--- src/logic/rvv_ex_pkg.sv ---
package rvv_ex_pkg;

    // one 32-bit vector element
    typedef logic [31:0] word_t;

    // register index into a 32-entry bank
    typedef logic [4:0] vreg_sel_t;

    // execute operation
    typedef enum logic [3:0] {
        VALU_ADD,
        VALU_SUB,
        VALU_AND,
        VALU_OR,
        VALU_XOR,
        VALU_MIN,
        VALU_MAX,
        // compares produce one mask bit per lane
        VALU_SEQ,
        VALU_SLT,
        // broadcast of scalar or immediate
        VALU_MV,
        VALU_VID,
        // cross-lane folds
        VALU_REDSUM,
        VALU_REDMAX
    } valuop_t;

    // how the result stage writes back
    typedef enum logic [1:0] {
        // each active lane gets its own word
        WB_LANES,
        // packed compare bits into lane 0
        WB_MASK,
        // reduction result into lane 0 only
        WB_SCALAR
    } wb_kind_t;

endpackage

--- src/logic/vresult_stage.sv ---
module vresult_stage import rvv_ex_pkg::*; #(
    parameter int NUM_LANES = 4
) (
    input  logic                  CLK,
    input  logic                  reset,
    input  logic                  stall,
    input  logic                  flush,
    input  logic                  s2_valid,
    input  wb_kind_t              s2_wb_kind,
    input  vreg_sel_t             s2_vd,
    input  word_t [NUM_LANES-1:0] s2_lane_res,
    input  logic [NUM_LANES-1:0]  s2_cmp_bits,
    input  word_t                 s2_red_res,
    input  word_t [NUM_LANES-1:0] s2_old_vd,
    input  logic [NUM_LANES-1:0]  s2_lane_mask,
    output logic [NUM_LANES-1:0]  bank_wen,
    output vreg_sel_t             bank_wsel,
    output word_t [NUM_LANES-1:0] bank_wdata,
    output logic                  out_valid,
    output vreg_sel_t             out_vd,
    output word_t [NUM_LANES-1:0] out_result,
    output logic [NUM_LANES-1:0]  out_lane_mask
);

    word_t [NUM_LANES-1:0] final_vec;
    logic [NUM_LANES-1:0]  lane_wr;
    logic                  commit;

    // start from the old vd and overwrite what the op produces
    always_comb begin
        final_vec = s2_old_vd;
        lane_wr   = '0;
        case (s2_wb_kind)
            WB_MASK: begin
                final_vec[0] = word_t'(s2_cmp_bits & s2_lane_mask);
                lane_wr[0]   = 1'b1;
            end
            WB_SCALAR: begin
                final_vec[0] = s2_red_res;
                lane_wr[0]   = 1'b1;
            end
            default: begin
                for (int i = 0; i < NUM_LANES; i++) begin
                    if (s2_lane_mask[i]) begin
                        final_vec[i] = s2_lane_res[i];
                    end
                end
                lane_wr = s2_lane_mask;
            end
        endcase
    end

    // a flushed or stalled instruction must not touch the banks
    assign commit     = s2_valid && !stall && !flush;
    assign bank_wen   = {NUM_LANES{commit}} & lane_wr;
    assign bank_wsel  = s2_vd;
    assign bank_wdata = final_vec;

    always_ff @(posedge CLK) begin
        if (reset || flush) begin
            out_valid <= 1'b0;
        end else if (!stall) begin
            out_valid <= s2_valid;
        end
    end

    always_ff @(posedge CLK) begin
        if (!stall) begin
            out_vd        <= s2_vd;
            out_result    <= final_vec;
            out_lane_mask <= s2_lane_mask;
        end
    end

endmodule

--- config.mk ---
export PLATFORM = sky130hd
export DESIGN_NAME = vresult_stage
export DESIGN_NICKNAME = d
export VERILOG_FILES = /design/src/logic/rvv_ex_pkg.sv /design/src/logic/vresult_stage.sv
export SDC_FILE = /design/constraint.sdc
export NUM_CORES = 1
export LEC_CHECK = 0
export BUFFER_PORTS_ARGS = -buffer_cell sky130_fd_sc_hd__buf_4
export CAP_MARGIN = 20
export CORE_AREA = 3 3 224 226
export DETAILED_ROUTE_END_ITERATION = 8
export DIE_AREA = 0 0 227 229
export PLACE_DENSITY = 0.34
export SLEW_MARGIN = 10
export SYNTH_ARGS = -nofsm -noshare
export SYNTH_HDL_FRONTEND = slang
export SYNTH_SLANG_ARGS = --single-unit
--- constraint.sdc ---
create_clock -name CLK -period 4 [get_ports CLK]
set_clock_uncertainty 0.05 [all_clocks]
set_input_delay 0.4 -clock CLK [delete_from_list [all_inputs] [get_ports CLK]]
set_output_delay 0.4 -clock CLK [all_outputs]
set_load 0.03 [all_outputs]
After elaboration in Yosys (flattened, before gate mapping)

Cells that the tools add are included.

Register bits: 138
Output and inout bits: 275
Word-level logic and storage cells: 25

Eq/ne operators: 2
Mux-type cells: 8
Bitwise gates (word level): 2
Reductions and logical operators: 6

Operator list:

| cell                                          | count |
|---|---|
| two-way mux 32 bit                            | 4 |
| two-way mux 96 bit                            | 1 |
| case mux 32 bit (2 select lines)              | 1 |
| bitwise AND 4 bit                             | 2 |
| two-way mux 3 bit                             | 1 |
| == test 2 x 1 -> 1 bit, second input constant | 1 |
| == test 2 bit, second input constant          | 1 |
| logical AND 1 bit                             | 2 |
| zero test 1 bit                               | 2 |
| OR reduction 2 bit                            | 1 |
| logical OR 1 bit                              | 1 |
| two-way mux 1 bit                             | 1 |

Depth between registers and ports, before layout

Depth in word-level cells: 4
Depth in mapped cells: 7
Depth with buffers taken out: 4

Worst setup path after synthesis

Ideal clock, no wire load.

Path kind: input to register
From: in stall
To: reg out_lane_mask[0] (enable)
Library setup time: 0.489 ns
Data arrival time: 3.045 ns
Required time: 3.461 ns
Path slack: 0.416 ns
Stages on the path: 1
Path buffers: 0
Cells stage by stage: inv_1

RTL lines:

| what                 | line                | text |
|---|---|---|
| from (decl)          | vresult_stage.sv:6  | `input logic stall,` |
| to (signal assigned) | vresult_stage.sv:71 | `out_lane_mask <= s2_lane_mask;` |
| to (decl)            | vresult_stage.sv:22 | `output logic [NUM_LANES-1:0] out_lane_mask` |

No word-level cell between the ends.

==> results.cfg <==
[synth]
synth_top_area_cell = edfxtp_1
yosys-top-cells-area = edfxtp_1, mux2_2, mux2_4
syn-cell-area_um2 = 6330
synth.distinct_cells = 22
yosys_warnings = 0
synth_top_area_share_pct = 65.0
synth_cells = 350
avgSynthCellArea_um2 = 18.1
ys_ff_latch = 138
ys_seq_area_share_pct = 65.3
synth_nets = 660

[global_routing]
grt_pass1_wl_um = 42300
grt_pass1_vias = 5829
globalRouteTotalUtil_pct = 11.7
grt_max_degree = 72
antenna_found_initial = 1
overflow = 0

[critical_path]
setup.worst_path.class = in2out
regToRegSetupSlack_ns = 2.81
worstSetupStartpointType = input pin
end_kind = output pin
path_cells = buf_4 > inv_1 > ha_2 > nand2_2 > buf_4 > mux2_2 > buf_4
crit_path_start = s2_wb_kind[0]
reg2regPathDepth = 3
critical_path_cell_count = 7
cp.buffers_inverters = 4
r2r-start = out_valid$_SDFFE_PP0N_
cp.arrival_ns = 2.37
critPathMaxStageDelay_ns = 0.42
r2r-end = out_valid$_SDFFE_PP0N_
crit_path_max_fanout = 23
cp_common_cell = buf_4
slowest_stage = ha_2
crit_path_end = bank_wdata[106]
critPathTopFamily = buffers and inverters
cp.required_ns = 3.55

[cts]
cts.path.max_buffers = 2
clkTransAtPathRegs_ns = 0.06
cts-root-buf = clkbuf_16
cts_tree = done
cts_sinks = 138
insertion_delay_ns = 0.46
h-tree-depth = 4
post_cts_resized = 0
cts_buffers = 17

[layout]
drive_gt1_share_pct = 78.9
final_cells = 1571
final_core_util_pct = 24.5
final_nets = 1246
area_delta_synth_final_pct = 88.2

[worst_hold_path]
hold_class = in2reg
holdPathStages = 1

[timing]
finalMaxSlewViolations = 0
period_share_pct = 70.4
rsz0062_at_grt = false
hold_viol_final = 0
fin_crit_ns = 2.82
fin_ws_ns = 1.18
slew_headroom_pct = 46.1
tightest_slew_ns = 0.809
fin_setup_tns_ns = 0
setup_viol = 0
max_freq_mhz = 355

[routing]
drc_errors = 0
drt_wl_total_um = 31600
vias_per_cell = 3.50
post_drt_wl_per_cell_um = 20.1
drtIter0Drc = 172
dr.pass1.iters = 4
ant_nets = 0
vias = 5506

[floorplanning]
design.core.area_um2 = 48500
die_h_um = 229
die_w_um = 227
rows = 81
die_area_um2 = 52000
start_util_pct = 13.0
ios = 583

[place]
hpwl_um = 25800
place_ws_ns = 1.11
post-place-cells = 1534
io_buffer_count = 582
gp_congestion = 0.765

[flow_run]
cap_violations = 0

[power]
ir_worst_vdd_uv = 214
total_power_w = 0.00499
p_per_area_nw_per_um2 = 419
p_leak_nw = 5.31

[run_status]
status = finished clean
-- metal layers --
metal	global-route usage (%)	wire length, um
met4	4.31	687
met2	21.2	16300
met3	5.91	3550
met5	0	0
met1	11.3	11000
-- repair_timing --
item | CTS | global route
setup buffers | 0 | 0
hold buffers | 5 | 0
hold endpoints to repair | 4 | 0
-- synthesized netlist by cell type (all sizes together) --
| master | number |
|---|---|
| a21oi | 5 |
| a22o | 27 |
| a22oi | 4 |
| buf | 26 |
| dfxtp | 1 |
| edfxtp | 137 |
| ha | 2 |
| inv | 4 |
| mux2 | 123 |
| mux2i | 7 |
| nand2 | 4 |
| nand3 | 4 |
| nor2 | 3 |
| nor2b | 1 |
| nor3 | 1 |
| or3b | 1 |
-- state kept, by name, summed over array words and instances (netlist names) --
signal         count
out_lane_mask      4
out_vd             5
out_valid          1
out_result       128
-- through the flow --
step / hold WS [ns] / cell area (um2)
after floorplan: 0.427 / 6330
after global placement: 0.471 / 11300
after detailed placement: 0.484 / 11300
after CTS: 0.00128 / 11900
after global routing: 0.0244 / 11900
final: 0.0773 / 11900
-- power by group --
part	internal [W]	leakage, nW	switching (W)
registers	0.00177	1.35	0.0000406
clock network	0.000901	0.264	0.000665
logic	0.000673	3.70	0.000945
total	0.00334	5.31	0.00165
-- worst min path at each step --
stage                     slack [ns]              startpoint                      to
after global routing            0.02                s2_vd[3]     out_vd[3]$_DFFE_PN_
after global placement          0.47  out_valid$_SDFFE_PP0N_  out_valid$_SDFFE_PP0N_
after CTS                      0.001                s2_vd[3]     out_vd[3]$_DFFE_PN_
final                           0.08                s2_vd[3]     out_vd[3]$_DFFE_PN_
after floorplan                 0.43                   reset  out_valid$_SDFFE_PP0N_
after detailed placement        0.48  out_valid$_SDFFE_PP0N_  out_valid$_SDFFE_PP0N_
-- logic make-up (layout without fill, tap and decap cells) --
logic type               Yosys count  count (layout)  share of synthesized area [%]
flip-flops                       138             138                           65.3
buffers and inverters             30             627                           4.13
AND/OR/NAND/NOR                   14              14                           1.17
other                              0               2                              0
adder cells (fa/ha/maj)            2               2                          0.395
multiplexers                     130             130                           24.4
AO/OA/AOI/OAI                     36              36                           4.61
-- placed cells by master, fill, tap and decap left out --
cell,count
mux2_2,100
clkinv_4,2
nor3_1,1
clkinv_1,1
buf_12,1
inv_1,3
nand3_1,4
nand2_2,3
nor2_1,3
inv_6,1
diode_2,2
clkinvlp_4,4
a22oi_1,4
dfxtp_1,1
or3b_2,1
bufinv_16,2
clkbuf_16,17
buf_4,587
ha_2,1
dlygate4sd3_1,5
mux2i_1,7
nor2b_2,1
ha_1,1
nand2_1,1
a21oi_1,5
clkinv_2,4
edfxtp_1,137
a22o_1,27
mux2_4,23
-- layout make-up --
cell class | instances | area [um2]
Fill cell | 5187 | 36600
Timing Repair Buffer | 593 | 4480
Sequential cell | 138 | 4130
Multi-Input combinational cell | 182 | 1940
Tap cell | 622 | 778
Clock buffer | 17 | 425
Clock inverter | 13 | 131
Inverter | 4 | 20.0
Antenna cell | 2 | 5.00
(Power assumes the default switching activity.)
